[src/board_pkg.sv]
`default_nettype none

package board_pkg;

    // Bus and channel geometry
    localparam int NUM_CHAN   = 4;
    localparam int ADDR_W     = 16;
    localparam int DATA_W     = 32;
    localparam int SETPT_W    = 16;                  // Setpoint and ADC sample width
    localparam int CHAN_IDX_W = $clog2(NUM_CHAN);
    localparam int CHAN_SHIFT = 4;                   // 16 register slots per channel

    localparam logic [CHAN_IDX_W-1:0] CHAN_LAST = CHAN_IDX_W'(NUM_CHAN - 1);

    // Status word tag, sits above the board id
    localparam logic [7:0] STATUS_TAG = 8'h51;

    // Global registers
    localparam logic [ADDR_W-1:0] ADDR_STATUS    = 16'h0000;
    localparam logic [ADDR_W-1:0] ADDR_TIMESTAMP = 16'h0001;

    // Channel space, setpoint at offset 0 and feedback at offset 1
    localparam logic [ADDR_W-1:0] CHAN_BASE  = 16'h0010;
    localparam logic [ADDR_W-1:0] CHAN_LIMIT = CHAN_BASE + ADDR_W'(NUM_CHAN << CHAN_SHIFT);

    // Real-time block write, mask in bits 19:16
    localparam logic [ADDR_W-1:0] ADDR_BLOCK = 16'h0100;

    // Sample buffer, timestamp then one word per channel
    localparam int SAMPLE_WORDS = NUM_CHAN + 1;
    localparam int SAMPLE_AW    = $clog2(SAMPLE_WORDS);

    localparam logic [ADDR_W-1:0] SAMPLE_BASE  = 16'h0200;
    localparam logic [ADDR_W-1:0] SAMPLE_LIMIT = SAMPLE_BASE + ADDR_W'(SAMPLE_WORDS);

    localparam logic [SAMPLE_AW-1:0] SAMPLE_LAST = SAMPLE_AW'(SAMPLE_WORDS - 1);

endpackage

`default_nettype wire

[src/block_writer.sv]
`default_nettype none

module block_writer (
    input  logic                                sysclk,
    input  logic                                reset,
    input  logic                                bw_start,
    input  logic [board_pkg::DATA_W-1:0]        bw_data,
    output logic                                bw_active,
    output logic [board_pkg::ADDR_W-1:0]        bw_addr,
    output logic [board_pkg::DATA_W-1:0]        bw_wdata,
    output logic                                bw_wen
);

    logic [board_pkg::SETPT_W-1:0]      setpt_q;    // Value for every selected channel
    logic [board_pkg::NUM_CHAN-1:0]     mask_q;
    logic [board_pkg::CHAN_IDX_W-1:0]   chan_cnt;   // Channel being visited
    logic [board_pkg::ADDR_W-1:0]       chan_off;

    // Start cycle latches, then one cycle per channel
    always_ff @(posedge sysclk) begin
        if (reset) begin
            bw_active <= 1'b0;
            chan_cnt  <= '0;
        end else if (bw_active) begin
            chan_cnt <= chan_cnt + 1'b1;
            if (chan_cnt == board_pkg::CHAN_LAST) bw_active <= 1'b0;    // Last channel done
        end else if (bw_start) begin
            bw_active <= 1'b1;
            chan_cnt  <= '0;
        end
    end

    always_ff @(posedge sysclk) begin
        if (bw_start && !bw_active) begin
            setpt_q <= bw_data[board_pkg::SETPT_W-1:0];
            mask_q  <= bw_data[board_pkg::SETPT_W +: board_pkg::NUM_CHAN];
        end
    end

    // Channel stride as an address offset
    always_comb begin
        chan_off = '0;
        chan_off[board_pkg::CHAN_SHIFT +: board_pkg::CHAN_IDX_W] = chan_cnt;
    end

    assign bw_addr  = board_pkg::CHAN_BASE + chan_off;  // Setpoint is offset 0
    assign bw_wdata = {{(board_pkg::DATA_W-board_pkg::SETPT_W){1'b0}}, setpt_q};
    assign bw_wen   = bw_active && mask_q[chan_cnt];    // Masked-off channels skipped

endmodule

`default_nettype wire

[src/channel_regs.sv]
`default_nettype none

module channel_regs (
    input  logic                                                sysclk,
    input  logic                                                reset,
    input  logic [board_pkg::ADDR_W-1:0]                        reg_addr,
    input  logic [board_pkg::DATA_W-1:0]                        reg_wdata,
    input  logic                                                reg_wen,
    output logic [board_pkg::DATA_W-1:0]                        chan_rdata,
    // ADC feedback per channel
    input  logic [board_pkg::SETPT_W-1:0]                       adc_value_0,
    input  logic [board_pkg::SETPT_W-1:0]                       adc_value_1,
    input  logic [board_pkg::SETPT_W-1:0]                       adc_value_2,
    input  logic [board_pkg::SETPT_W-1:0]                       adc_value_3,
    // Flat views for the sampler
    output logic [board_pkg::NUM_CHAN*board_pkg::SETPT_W-1:0]   setpt_all,
    output logic [board_pkg::NUM_CHAN*board_pkg::SETPT_W-1:0]   adc_all
);

    logic [board_pkg::SETPT_W-1:0]      setpt [board_pkg::NUM_CHAN];
    logic [board_pkg::SETPT_W-1:0]      adc   [board_pkg::NUM_CHAN];
    logic [board_pkg::ADDR_W-1:0]       chan_off;   // Address relative to channel 0
    logic [board_pkg::CHAN_IDX_W-1:0]   chan_idx;
    logic [board_pkg::CHAN_SHIFT-1:0]   reg_off;    // Register inside the channel

    assign adc[0] = adc_value_0;
    assign adc[1] = adc_value_1;
    assign adc[2] = adc_value_2;
    assign adc[3] = adc_value_3;

    // Channel and offset split
    assign chan_off = reg_addr - board_pkg::CHAN_BASE;
    assign chan_idx = chan_off[board_pkg::CHAN_SHIFT +: board_pkg::CHAN_IDX_W];
    assign reg_off  = chan_off[board_pkg::CHAN_SHIFT-1:0];

    // Only offset 0 is writable
    always_ff @(posedge sysclk) begin
        if (reset) begin
            for (int i = 0; i < board_pkg::NUM_CHAN; i++) begin
                setpt[i] <= '0;
            end
        end else if (reg_wen && reg_off == '0) begin
            setpt[chan_idx] <= reg_wdata[board_pkg::SETPT_W-1:0];
        end
    end

    // Read back, zero extended
    always_comb begin
        chan_rdata = '0;
        if (reg_off == '0) begin
            chan_rdata[board_pkg::SETPT_W-1:0] = setpt[chan_idx];
        end else if (reg_off == 1) begin
            chan_rdata[board_pkg::SETPT_W-1:0] = adc[chan_idx];    // Feedback
        end
    end

    for (genvar i = 0; i < board_pkg::NUM_CHAN; i++) begin : g_flat
        assign setpt_all[i*board_pkg::SETPT_W +: board_pkg::SETPT_W] = setpt[i];
        assign adc_all[i*board_pkg::SETPT_W +: board_pkg::SETPT_W]   = adc[i];
    end

endmodule

`default_nettype wire

[src/data_sampler.sv]
`default_nettype none

module data_sampler (
    input  logic                                                sysclk,
    input  logic                                                reset,
    input  logic                                                sample_start,
    output logic                                                sample_busy,
    input  logic [board_pkg::SAMPLE_AW-1:0]                     sample_raddr,
    output logic [board_pkg::DATA_W-1:0]                        sample_rdata,
    input  logic [board_pkg::NUM_CHAN*board_pkg::SETPT_W-1:0]   setpt_all,
    input  logic [board_pkg::NUM_CHAN*board_pkg::SETPT_W-1:0]   adc_all,
    output logic [board_pkg::DATA_W-1:0]                        timestamp
);

    logic [board_pkg::DATA_W-1:0]       sample_buf [board_pkg::SAMPLE_WORDS];
    logic [board_pkg::SAMPLE_AW-1:0]    widx;       // Word being captured
    logic [board_pkg::CHAN_IDX_W-1:0]   chan_sel;   // Channel for words 1 and up
    logic [board_pkg::DATA_W-1:0]       cap_word;

    // Free-running cycle count, busy for one cycle per word
    always_ff @(posedge sysclk) begin
        if (reset) begin
            timestamp   <= '0;
            sample_busy <= 1'b0;
            widx        <= '0;
        end else begin
            timestamp <= timestamp + 1'b1;
            if (sample_busy) begin
                widx <= widx + 1'b1;
                if (widx == board_pkg::SAMPLE_LAST) sample_busy <= 1'b0;
            end else if (sample_start) begin
                sample_busy <= 1'b1;
                widx        <= '0;
            end
        end
    end

    assign chan_sel = widx[board_pkg::CHAN_IDX_W-1:0] - 1'b1;   // Word 1 is channel 0

    // Setpoint high half, feedback low half
    always_comb begin
        if (widx == '0) begin
            cap_word = timestamp;
        end else begin
            cap_word = {setpt_all[chan_sel*board_pkg::SETPT_W +: board_pkg::SETPT_W],
                        adc_all[chan_sel*board_pkg::SETPT_W +: board_pkg::SETPT_W]};
        end
    end

    always_ff @(posedge sysclk) begin
        if (sample_busy) sample_buf[widx] <= cap_word;
    end

    assign sample_rdata = sample_buf[sample_raddr];     // Async read by index

endmodule

`default_nettype wire

[src/host_link.sv]
`default_nettype none

module host_link (
    input  logic                                sysclk,
    input  logic                                reset,
    // Host command port, four-phase
    input  logic                                cmd_req,
    input  logic                                cmd_write,
    input  logic [board_pkg::ADDR_W-1:0]        cmd_addr,
    input  logic [board_pkg::DATA_W-1:0]        cmd_wdata,
    output logic                                cmd_ack,
    output logic [board_pkg::DATA_W-1:0]        cmd_rdata,
    input  logic [3:0]                          board_id,
    // Register bus into the channel block
    output logic [board_pkg::ADDR_W-1:0]        reg_addr,
    output logic [board_pkg::DATA_W-1:0]        reg_wdata,
    output logic                                reg_wen,
    input  logic [board_pkg::DATA_W-1:0]        chan_rdata,
    // Block writer
    output logic                                bw_start,
    output logic [board_pkg::DATA_W-1:0]        bw_data,
    input  logic                                bw_active,
    input  logic [board_pkg::ADDR_W-1:0]        bw_addr,
    input  logic [board_pkg::DATA_W-1:0]        bw_wdata,
    input  logic                                bw_wen,
    // Data sampler
    output logic                                sample_start,
    output logic [board_pkg::SAMPLE_AW-1:0]     sample_raddr,
    input  logic                                sample_busy,
    input  logic [board_pkg::DATA_W-1:0]        sample_rdata,
    input  logic [board_pkg::DATA_W-1:0]        timestamp
);

    typedef enum logic [2:0] {
        ST_IDLE,                                // Waiting for cmd_req
        ST_EXEC,                                // Perform captured command
        ST_WAIT_BW,                             // Block writer owns the bus
        ST_WAIT_SMP,                            // Sampler filling its buffer
        ST_ACK                                  // Holding ack until req drops
    } state_t;

    state_t                         state;
    logic                           wr_q;       // Captured command
    logic [board_pkg::ADDR_W-1:0]   addr_q;
    logic [board_pkg::DATA_W-1:0]   wdata_q;
    logic [board_pkg::ADDR_W-1:0]   smp_off;    // Offset into sample space
    logic                           is_status, is_tstamp, is_chan, is_block, is_sample;
    logic                           host_wen;   // Host's own write strobe, excludes block writes
    logic [board_pkg::DATA_W-1:0]   rd_mux;

    // Address decode, only done here
    assign is_status = addr_q == board_pkg::ADDR_STATUS;
    assign is_tstamp = addr_q == board_pkg::ADDR_TIMESTAMP;
    assign is_chan   = addr_q >= board_pkg::CHAN_BASE && addr_q < board_pkg::CHAN_LIMIT;
    assign is_block  = addr_q == board_pkg::ADDR_BLOCK;
    assign is_sample = addr_q >= board_pkg::SAMPLE_BASE && addr_q < board_pkg::SAMPLE_LIMIT;
    assign smp_off   = addr_q - board_pkg::SAMPLE_BASE;

    // Strobes, one cycle in the execute state
    assign host_wen     = state == ST_EXEC && wr_q && is_chan;
    assign bw_start     = state == ST_EXEC && wr_q && is_block;
    assign sample_start = state == ST_EXEC && !wr_q && is_sample && smp_off == '0;

    // Bus mux, block writer takes over while active
    assign reg_addr  = bw_active ? bw_addr  : addr_q;
    assign reg_wdata = bw_active ? bw_wdata : wdata_q;
    assign reg_wen   = bw_active ? bw_wen   : host_wen;
    assign bw_data   = wdata_q;                 // Mask and setpoint pass straight through

    assign sample_raddr = smp_off[board_pkg::SAMPLE_AW-1:0];    // Word 0 while sampling

    // Read data select, unmapped reads give zero
    always_comb begin
        rd_mux = '0;
        if (is_status) begin
            rd_mux = {{(board_pkg::DATA_W-16){1'b0}}, board_pkg::STATUS_TAG, 4'h0, board_id};
        end else if (is_tstamp) begin
            rd_mux = timestamp;
        end else if (is_chan) begin
            rd_mux = chan_rdata;
        end else if (is_sample) begin
            rd_mux = sample_rdata;
        end
    end

    // Handshake FSM
    always_ff @(posedge sysclk) begin
        if (reset) begin
            state   <= ST_IDLE;
            cmd_ack <= 1'b0;
        end else begin
            case (state)
                ST_IDLE: begin
                    if (cmd_req) state <= ST_EXEC;
                end
                ST_EXEC: begin
                    if (wr_q && is_block) begin
                        state <= ST_WAIT_BW;
                    end else if (sample_start) begin
                        state <= ST_WAIT_SMP;
                    end else begin
                        state   <= ST_ACK;
                        cmd_ack <= 1'b1;
                    end
                end
                ST_WAIT_BW, ST_WAIT_SMP: begin
                    if (!(bw_active || sample_busy)) begin  // Busy dropped last cycle
                        state   <= ST_ACK;
                        cmd_ack <= 1'b1;
                    end
                end
                default: begin
                    if (!cmd_req) begin
                        state   <= ST_IDLE;
                        cmd_ack <= 1'b0;
                    end
                end
            endcase
        end
    end

    // Command capture and read data
    always_ff @(posedge sysclk) begin
        if (state == ST_IDLE && cmd_req) begin
            wr_q    <= cmd_write;
            addr_q  <= cmd_addr;
            wdata_q <= cmd_wdata;
        end
        if (state == ST_EXEC) cmd_rdata <= rd_mux;
        if (state == ST_WAIT_SMP && !sample_busy) cmd_rdata <= sample_rdata;   // Fresh timestamp
    end

endmodule

`default_nettype wire

[src/motor_ctrl_top.sv]
`default_nettype none

module motor_ctrl_top (
    input  logic                            sysclk,
    input  logic                            reset,
    // Host command port
    input  logic                            cmd_req,
    input  logic                            cmd_write,
    input  logic [board_pkg::ADDR_W-1:0]    cmd_addr,
    input  logic [board_pkg::DATA_W-1:0]    cmd_wdata,
    output logic                            cmd_ack,
    output logic [board_pkg::DATA_W-1:0]    cmd_rdata,
    // Board inputs
    input  logic [3:0]                      board_id,
    input  logic [board_pkg::SETPT_W-1:0]   adc_value_0,
    input  logic [board_pkg::SETPT_W-1:0]   adc_value_1,
    input  logic [board_pkg::SETPT_W-1:0]   adc_value_2,
    input  logic [board_pkg::SETPT_W-1:0]   adc_value_3
);

    // Register bus
    logic [board_pkg::ADDR_W-1:0]   reg_addr;
    logic [board_pkg::DATA_W-1:0]   reg_wdata;
    logic                           reg_wen;
    logic [board_pkg::DATA_W-1:0]   chan_rdata;

    // Block write path
    logic                           bw_start;
    logic [board_pkg::DATA_W-1:0]   bw_data;
    logic                           bw_active;      // Block writer drives the bus
    logic [board_pkg::ADDR_W-1:0]   bw_addr;
    logic [board_pkg::DATA_W-1:0]   bw_wdata;
    logic                           bw_wen;

    // Sampling path
    logic                                                   sample_start;
    logic                                                   sample_busy;
    logic [board_pkg::SAMPLE_AW-1:0]                        sample_raddr;
    logic [board_pkg::DATA_W-1:0]                           sample_rdata;
    logic [board_pkg::DATA_W-1:0]                           timestamp;
    logic [board_pkg::NUM_CHAN*board_pkg::SETPT_W-1:0]      setpt_all;
    logic [board_pkg::NUM_CHAN*board_pkg::SETPT_W-1:0]      adc_all;

    // Host side, owns the bus
    host_link u_host_link (
        .sysclk       (sysclk),
        .reset        (reset),
        .cmd_req      (cmd_req),
        .cmd_write    (cmd_write),
        .cmd_addr     (cmd_addr),
        .cmd_wdata    (cmd_wdata),
        .cmd_ack      (cmd_ack),
        .cmd_rdata    (cmd_rdata),
        .board_id     (board_id),
        .reg_addr     (reg_addr),
        .reg_wdata    (reg_wdata),
        .reg_wen      (reg_wen),
        .chan_rdata   (chan_rdata),
        .bw_start     (bw_start),
        .bw_data      (bw_data),
        .bw_active    (bw_active),
        .bw_addr      (bw_addr),
        .bw_wdata     (bw_wdata),
        .bw_wen       (bw_wen),
        .sample_start (sample_start),
        .sample_raddr (sample_raddr),
        .sample_busy  (sample_busy),
        .sample_rdata (sample_rdata),
        .timestamp    (timestamp)
    );

    // Real-time block write
    block_writer u_block_writer (
        .sysclk    (sysclk),
        .reset     (reset),
        .bw_start  (bw_start),
        .bw_data   (bw_data),
        .bw_active (bw_active),
        .bw_addr   (bw_addr),
        .bw_wdata  (bw_wdata),
        .bw_wen    (bw_wen)
    );

    // Board-side registers
    channel_regs u_channel_regs (
        .sysclk      (sysclk),
        .reset       (reset),
        .reg_addr    (reg_addr),
        .reg_wdata   (reg_wdata),
        .reg_wen     (reg_wen),
        .chan_rdata  (chan_rdata),
        .adc_value_0 (adc_value_0),
        .adc_value_1 (adc_value_1),
        .adc_value_2 (adc_value_2),
        .adc_value_3 (adc_value_3),
        .setpt_all   (setpt_all),
        .adc_all     (adc_all)
    );

    data_sampler u_data_sampler (
        .sysclk       (sysclk),
        .reset        (reset),
        .sample_start (sample_start),
        .sample_busy  (sample_busy),
        .sample_raddr (sample_raddr),
        .sample_rdata (sample_rdata),
        .setpt_all    (setpt_all),
        .adc_all      (adc_all),
        .timestamp    (timestamp)
    );

endmodule

`default_nettype wire
[config.mk]
export PLATFORM = sky130hd
export DESIGN_NAME = motor_ctrl_top
export DESIGN_NICKNAME = d
export VERILOG_FILES = /design/src/board_pkg.sv /design/src/block_writer.sv /design/src/channel_regs.sv /design/src/data_sampler.sv /design/src/host_link.sv /design/src/motor_ctrl_top.sv
export SDC_FILE = /design/constraint.sdc
export NUM_CORES = 1
export LEC_CHECK = 0
export BUFFER_PORTS_ARGS = -buffer_cell sky130_fd_sc_hd__buf_2
export CORE_ASPECT_RATIO = 0.75
export CORE_UTILIZATION = 54
export CTS_CLUSTER_DIAMETER = 100
export DETAILED_ROUTE_END_ITERATION = 16
export GPL_TIMING_DRIVEN = 0
export PLACE_DENSITY_LB_ADDON = 0.15
export REMOVE_ABC_BUFFERS = 1
export SYNTH_ARGS = -nofsm -noshare
export SYNTH_HDL_FRONTEND = slang
export SYNTH_SLANG_ARGS = --single-unit
[constraint.sdc]
create_clock -name sysclk -period 3.9 [get_ports sysclk]
set_clock_uncertainty 0.15 [all_clocks]
set_input_delay 0.39 -clock sysclk [delete_from_list [all_inputs] [get_ports sysclk]]
set_output_delay 0.39 -clock sysclk [all_outputs]
set_load 0.02 [all_outputs]
Yosys cells after proc, flatten, opt, wreduce, memory -nomap -nowiden
Memories as Yosys holds them, arrays and structs flattened.
Cells that the tools add are included.

word-level totals
  register bits after elaboration = 132
  output and inout port bits = 33
  memories kept = 2
  input port bits = 120
  RAM bits = 224
  logic and storage cells = 124

cells by class
  $lt $le $gt $ge = 6
  eq/ne operators = 14
  reduce and logical (&&, ||, !) cells = 30
  mux-type cells = 48
  add/subtract/negate cells = 7
  shift operators = 2
  bitwise operators = 2

memories
  memory                     words  width  rd ports  clocked after memory_dff  wr ports  RTL line            text
  u_data_sampler.sample_buf  5      32     1         0                         1         data_sampler.sv:15  logic [board_pkg::DATA_W-1:0] sample_buf [board_pkg::SAMPLE_WORDS];
  u_channel_regs.setpt       4      16     5         0                         4         channel_regs.sv:20  logic [board_pkg::SETPT_W-1:0] setpt [board_pkg::NUM_CHAN];

operators with widths
  cell                    count
  $mux 32                 7
  $shiftx 64x7->16        2
  $mux 16                 6
  $add 32x1->32 const B   1
  $bmux 16 s2             1
  $logic_not 16->1        2
  $mux 3                  7
  $mux 1                  20
  $eq 16x1->1 const B     1
  $eq 16x9->1 const B     1
  $ge 16x10->1 const B    1
  $ge 16x5->1 const B     1
  $lt 16x10->1 const B    1
  $lt 16x7->1 const B     1
  $reduce_or 16->1        1
  $sub 16x10->16 const B  1
  $logic_and 1x1->1       14
  $pmux 3 s3              1
  $ne 2x2->1 const B      4
  $add 5x6->6 const A     1
  $eq 3x2->1 const B      2
  $logic_not 3->1         2
  $mux 2                  3
  $mux 6                  1
  23 further kinds        27

Logic depth before layout (Yosys ltp)
  word-level depth = 14
  gate-level depth with buffers = 10
  gate-level depth less buffers = 8

By module
Synthesis repeated with hierarchy kept, for this count alone.

unflattened totals
  cell total of the unflattened synthesis = 1196
  area total of the unflattened synthesis = 18056.1 um^2

by module, submodules not included
  module        cells each  sequential area each (um^2)  area each (um^2)  times used
  data_sampler  522         5525.3                       8797.2            1
  host_link     292         2512.4                       4156.5            1
  channel_regs  316         1921.8                       4120.2            1
  block_writer  66          660.6                        982.2             1

Least setup slack after synthesis
OpenSTA, ideal clock, no wires.

  path type = flip-flop to flip-flop
  start point = register u_host_link.addr_q[1] (netlist name)
  end point = register u_block_writer.mask_q[0] (netlist name), enable pin
  clock period less this slack = 3.817 ns
  cell stages (with the launch flop) = 5
  setup time = 0.451 ns
  required time = 3.299 ns
  path buffers = 1
  arrival time = 3.215 ns
  path slack = 0.083 ns
  cell sequence = edfxtp_1 buf_6 nor4_4 nand4_4 nor4_1

between the ends
  word-level cells in the longest chain between the ends = 3

ends and longest elaborated chain
  item                    RTL line            text
  from (decl)             host_link.sv:44     logic [board_pkg::ADDR_W-1:0] addr_q;
  from (signal assigned)  host_link.sv:126    addr_q <= cmd_addr;
  $eq 16x9->1             host_link.sv:55     assign is_block = addr_q == board_pkg::ADDR_BLOCK;
  $logic_and 1x1->1       host_link.sv:61     assign bw_start = state == ST_EXEC && wr_q && is_block;
  $logic_and 1x1->1       block_writer.sv:34  if (bw_start && !bw_active) begin
  to (signal assigned)    block_writer.sv:36  mask_q <= bw_data[board_pkg::SETPT_W +: board_pkg::NUM_CHAN];
  to (decl)               block_writer.sv:15  logic [board_pkg::NUM_CHAN-1:0] mask_q;

No other way between the ends.
A chain may end at the register's enable or synchronous reset.

Final worst setup path
  start point = register u_block_writer.bw_active
  end point = register u_host_link.cmd_rdata[4] (netlist name) (data pin)

between the ends
  word-level cells in the longest chain between the ends = 13
  elaborated cells on any way between the ends = 16
  those cells by class = add/sub: 1; eq/ne: 1; mux: 11; bitwise: 1; reduce/logical: 1; memory: 1

ends and longest elaborated chain
  item                                         RTL line            text
  from (decl)                                  block_writer.sv:8   output logic bw_active,
  from (signal assigned)                       block_writer.sv:22  bw_active <= 1'b0;
  from (signal assigned)                       block_writer.sv:26  if (chan_cnt == board_pkg::CHAN_LAST) bw_active <= 1'b0;
  from (signal assigned)                       block_writer.sv:28  bw_active <= 1'b1;
  $mux 6 (*)                                   host_link.sv:65     assign reg_addr = bw_active ? bw_addr : addr_q;
  $sub 6x5->6 (*)                              channel_regs.sv:32  assign chan_off = reg_addr - board_pkg::CHAN_BASE;
  $not 2->3 (implied by the code)              channel_regs.sv:53  chan_rdata[board_pkg::SETPT_W-1:0] = adc[chan_idx];
  $bmux 16 s2                                  channel_regs.sv:53
  $mux 16 (implied by the code) (2 in series)  channel_regs.sv:53
  $mux 16                                      channel_regs.sv:52  end else if (reg_off == 1) begin
  $mux 16 (*)                                  channel_regs.sv:50  if (reg_off == '0) begin
  $mux 32 (*)                                  host_link.sv:79     end else if (is_chan) begin
  $mux 32 (*)                                  host_link.sv:77     end else if (is_tstamp) begin
  $mux 32 (*)                                  host_link.sv:75     if (is_status) begin
  $mux 32 (*)                                  host_link.sv:129    if (state == ST_EXEC) cmd_rdata <= rd_mux;
  $mux 32 (*)                                  host_link.sv:130    if (state == ST_WAIT_SMP && !sample_busy) cmd_rdata <= sample_rdata;
  to (signal assigned)                         host_link.sv:129
  to (signal assigned)                         host_link.sv:130
  to (decl)                                    host_link.sv:12     output logic [board_pkg::DATA_W-1:0] cmd_rdata,

Every way passes the cells marked *; elsewhere a longest branch is shown, timed or not. The select of a mux whose other input is x is not followed.

==> results_dict.tcl <==
set metrics [dict create \
    utilization_pct 65.51 \
    status "complete, no violations" \
    die_y_um 151.1 \
    clk_latency_ps 530 \
    setup_viol 0 \
    die_x_um 200.8 \
    cap_violations 0 \
    critPathKind "flip-flop to flip-flop" \
    tritoncts "yes" \
    synth_edf_count 313 \
    top_usage_layer "met2" \
    holdCritPathClass "input port to flip-flop" \
    use_met1_pct 39.25 \
    synth-seq-cells 356 \
    drc 0 \
    clock_path_buffers 3 \
    grt_pass1_wl_mm 60.39 \
    tns_ps 0 \
    vias 9943 \
    finalPower_mw 8.339 \
    met3_usage_pct 4.927 \
    period_share_pct 97.01 \
    globalplace.congestion 0.8882 \
    critical_path_arrival_ps 3830 \
    grt_overflow 0 \
    rows 54 \
    fillers 2034 \
    ys_types 70 \
    ys.flop_type "edfxtp_1" \
    stdcell_area_mm2 0.01908 \
    cts_root_buf "clkbuf_16" \
    rsz0062_at_grt "no" \
    dr.pass1.iters 5 \
    netlist_area_mm2 0.01601 \
    dieArea_mm2 0.03035 \
    timing.final.crit_period_ps 3783 \
    powerDensity_mw_per_mm2 437.1 \
    met2_usage_pct 42.81 \
    dpl.hpwl_mm 26.50 \
    yosys_warnings 0 \
    clock_sink_count 356 \
    fmax_mhz 264.3 \
    routed_wl_mm 39.80 \
    fin_cells 1627 \
    synth-async-reset-ratio_pct 0 \
    htreeDepth 2 \
    slew_viol_final 0 \
    grt_pass1_vias 9923 \
    place_area_mm2 0.01746 \
    grt_max_degree 49 \
    io_buffers 140 \
    grt_util_all_layers_pct 27.17 \
    total_leakage_power_nw 6.731 \
    crit_path_max_fanout 40 \
    worst_pin_slew_ps 1384 \
    peakVddDrop_mv 0.2863 \
    nets 1331 \
    hold_viol_final 0 \
    initial_core_util_pct 54.98 \
    startpoint_type "flip-flop" \
    synth_seq_area_share_pct 64.09 \
    crit_required_ps 3950 \
    synthCells 1025 \
    drive_gt1_share_pct 30.23 \
    cts-buffers-inserted 36 \
    slew_headroom_pct 6.973 \
    avgSynthCellArea_um2 15.62 \
    wl_per_cell_um 24.46 \
    clk_pin_slew_ps 60 \
    dr.first_iter.drc_count 1043 \
    ant_nets 0 \
    syn_to_final_growth_pct 19.16 \
    via_per_inst 6.111 \
    crit_path_end_kind "flip-flop" \
    antenna_found_initial 1 \
    dp.cells 1521 \
    ios 153 \
    core_area_mm2 0.02912 \
]
-- per-layer routing --
layer	part of all wire, %	wire [µm]
met1	44	17430
met2	46	18290
met3	8.0	3202
met4	2.2	874
met5	0	0
-- power breakdown --
part | internal [mW] | total [mW] | switching (mW)
sequential | 4.18 | 4.24 | 0.0512
combinational | 0.252 | 0.511 | 0.260
clock | 2.13 | 3.59 | 1.46
-- final cells by class --
| type | instances | area [µm²] | area share [%] |
|---|---|---|---|
| sequential | 356 | 10260 | 53.81 |
| multi-input combinational | 599 | 5456 | 28.60 |
| timing repair buffer | 204 | 1609 | 8.435 |
| clock buffer | 48 | 988.4 | 5.182 |
| tap | 392 | 490.5 | 2.571 |
| clock inverter | 18 | 230.2 | 1.207 |
| inverter | 9 | 33.78 | 0.1771 |
| antenna | 1 | 2.502 | 0.01312 |
-- cell usage after synthesis (all sizes together) (5+ instances only) --
| cell | count | area (µm²) |
|---|---|---|
| a211o | 8 | 70.07 |
| a21oi | 23 | 118.9 |
| a22oi | 23 | 172.7 |
| and3 | 7 | 43.79 |
| buf | 28 | 202.7 |
| clkbuf | 33 | 123.9 |
| dfxtp | 43 | 860.8 |
| edfxtp | 313 | 9399 |
| ha | 5 | 62.56 |
| inv | 9 | 33.78 |
| mux2 | 30 | 337.8 |
| mux2i | 49 | 490.5 |
| mux4 | 88 | 1982 |
| nand2 | 34 | 127.6 |
| nand2b | 11 | 93.84 |
| nand3 | 24 | 120.1 |
| nand4 | 10 | 77.57 |
| nor2 | 129 | 486.7 |
| nor2b | 6 | 37.54 |
| nor3 | 11 | 60.06 |
| nor4 | 6 | 73.82 |
| o21ai | 33 | 168.9 |
| o2bb2ai | 15 | 131.4 |
| xnor2 | 10 | 87.58 |
| xor2 | 21 | 183.9 |
-- kinds of logic (layout without fill, tap and decap cells) --
kind of cell	Yosys count	in the layout	synth area share (%)
other	0	1	0
flip-flops	356	356	64.09
AND/OR/NAND/NOR	261	261	8.050
adder cells (fa/ha/maj)	5	5	0.3908
XOR/XNOR	31	31	1.696
multiplexers	167	167	17.55
AO/OA/AOI/OAI	135	135	5.971
buffers and inverters	70	279	2.251
-- per-stage QoR --
step | hold slack, ps | setup WS, ps
CTS | 6.911 | 47.42
detailed placement | 263.0 | -278.4
global route | 73.85 | 12.13
finish | 16.41 | 116.6
global placement | 260.0 | -2527
floorplan | 250.3 | -645.9
-- final timing paths --
kind                                            start                                  to  slack (ps)  cells after the start
setup / recovery  u_block_writer.bw_active$_SDFF_PP0_  u_host_link.cmd_rdata[4]$_DFFE_PP_         120                      6
hold / removal                                cmd_req   u_host_link.state[2]$_SDFFE_PP0P_          20                      3
setup reg to reg  u_block_writer.bw_active$_SDFF_PP0_  u_host_link.cmd_rdata[4]$_DFFE_PP_         120                      6
hold reg to reg     u_host_link.bw_data[17]$_DFFE_PP_  u_block_writer.mask_q[1]$_DFFE_PP_         290                      0
-- placed cells by master (no fill, tap or decap), types with 4 or more instances in the layout --
| cell | netlist | routed |
|---|---|---|
| clkinv_2 | 0 | 5 |
| nand3_1 | 24 | 24 |
| nand2b_1 | 7 | 6 |
| or2_2 | 4 | 4 |
| ha_1 | 5 | 4 |
| mux2_2 | 30 | 30 |
| a21o_1 | 4 | 4 |
| and3_1 | 7 | 5 |
| o21ai_0 | 31 | 31 |
| nand2_1 | 34 | 33 |
| dlygate4sd3_1 | 0 | 39 |
| clkbuf_16 | 0 | 38 |
| buf_16 | 0 | 10 |
| o2bb2ai_1 | 15 | 15 |
| buf_2 | 9 | 140 |
| nor3_1 | 10 | 9 |
| a211o_1 | 8 | 8 |
| nor2b_1 | 6 | 6 |
| xor2_1 | 21 | 21 |
| edfxtp_1 | 313 | 313 |
| dfxtp_1 | 43 | 41 |
| nor2_1 | 128 | 124 |
| xnor2_1 | 10 | 10 |
| a21oi_1 | 22 | 22 |
| bufinv_16 | 0 | 5 |
| clkinv_1 | 0 | 4 |
| inv_1 | 9 | 9 |
| mux2i_1 | 49 | 49 |
| buf_12 | 0 | 8 |
| clkbuf_1 | 33 | 10 |
| nand4_1 | 9 | 9 |
| a22oi_1 | 23 | 23 |
| mux4_2 | 88 | 88 |
-- registers in the layout, summed over array words and instances (netlist names) --
register,cells
u_channel_regs.setpt,64
u_block_writer.bw_active,1
u_host_link.wr_q,1
u_host_link.bw_data,20
u_block_writer.setpt_q,16
u_block_writer.mask_q,4
u_data_sampler.sample_busy,1
u_data_sampler.widx,3
u_host_link.cmd_ack,1
u_host_link.cmd_rdata,32
u_block_writer.chan_cnt,2
u_host_link.addr_q,16
u_data_sampler.timestamp,32
u_data_sampler.sample_buf,160
u_host_link.state,3
-- timing repair --
item,in CTS,in global routing
gates resized for setup,1,2
setup endpoints to repair,1,5
setup buffers,0,0
pin swaps,0,0
hold buffers,39,0
endpoints found under the hold margin,39,0
-- worst max-delay path: stages (launching register included) --
cell       delay [ps]
dfxtp_4           720
inv_1             290
a21boi_4          610
buf_12            260
mux4_2            540
a2111oi_0         610
o32ai_1           260
Power figures use the tool's default switching activity.
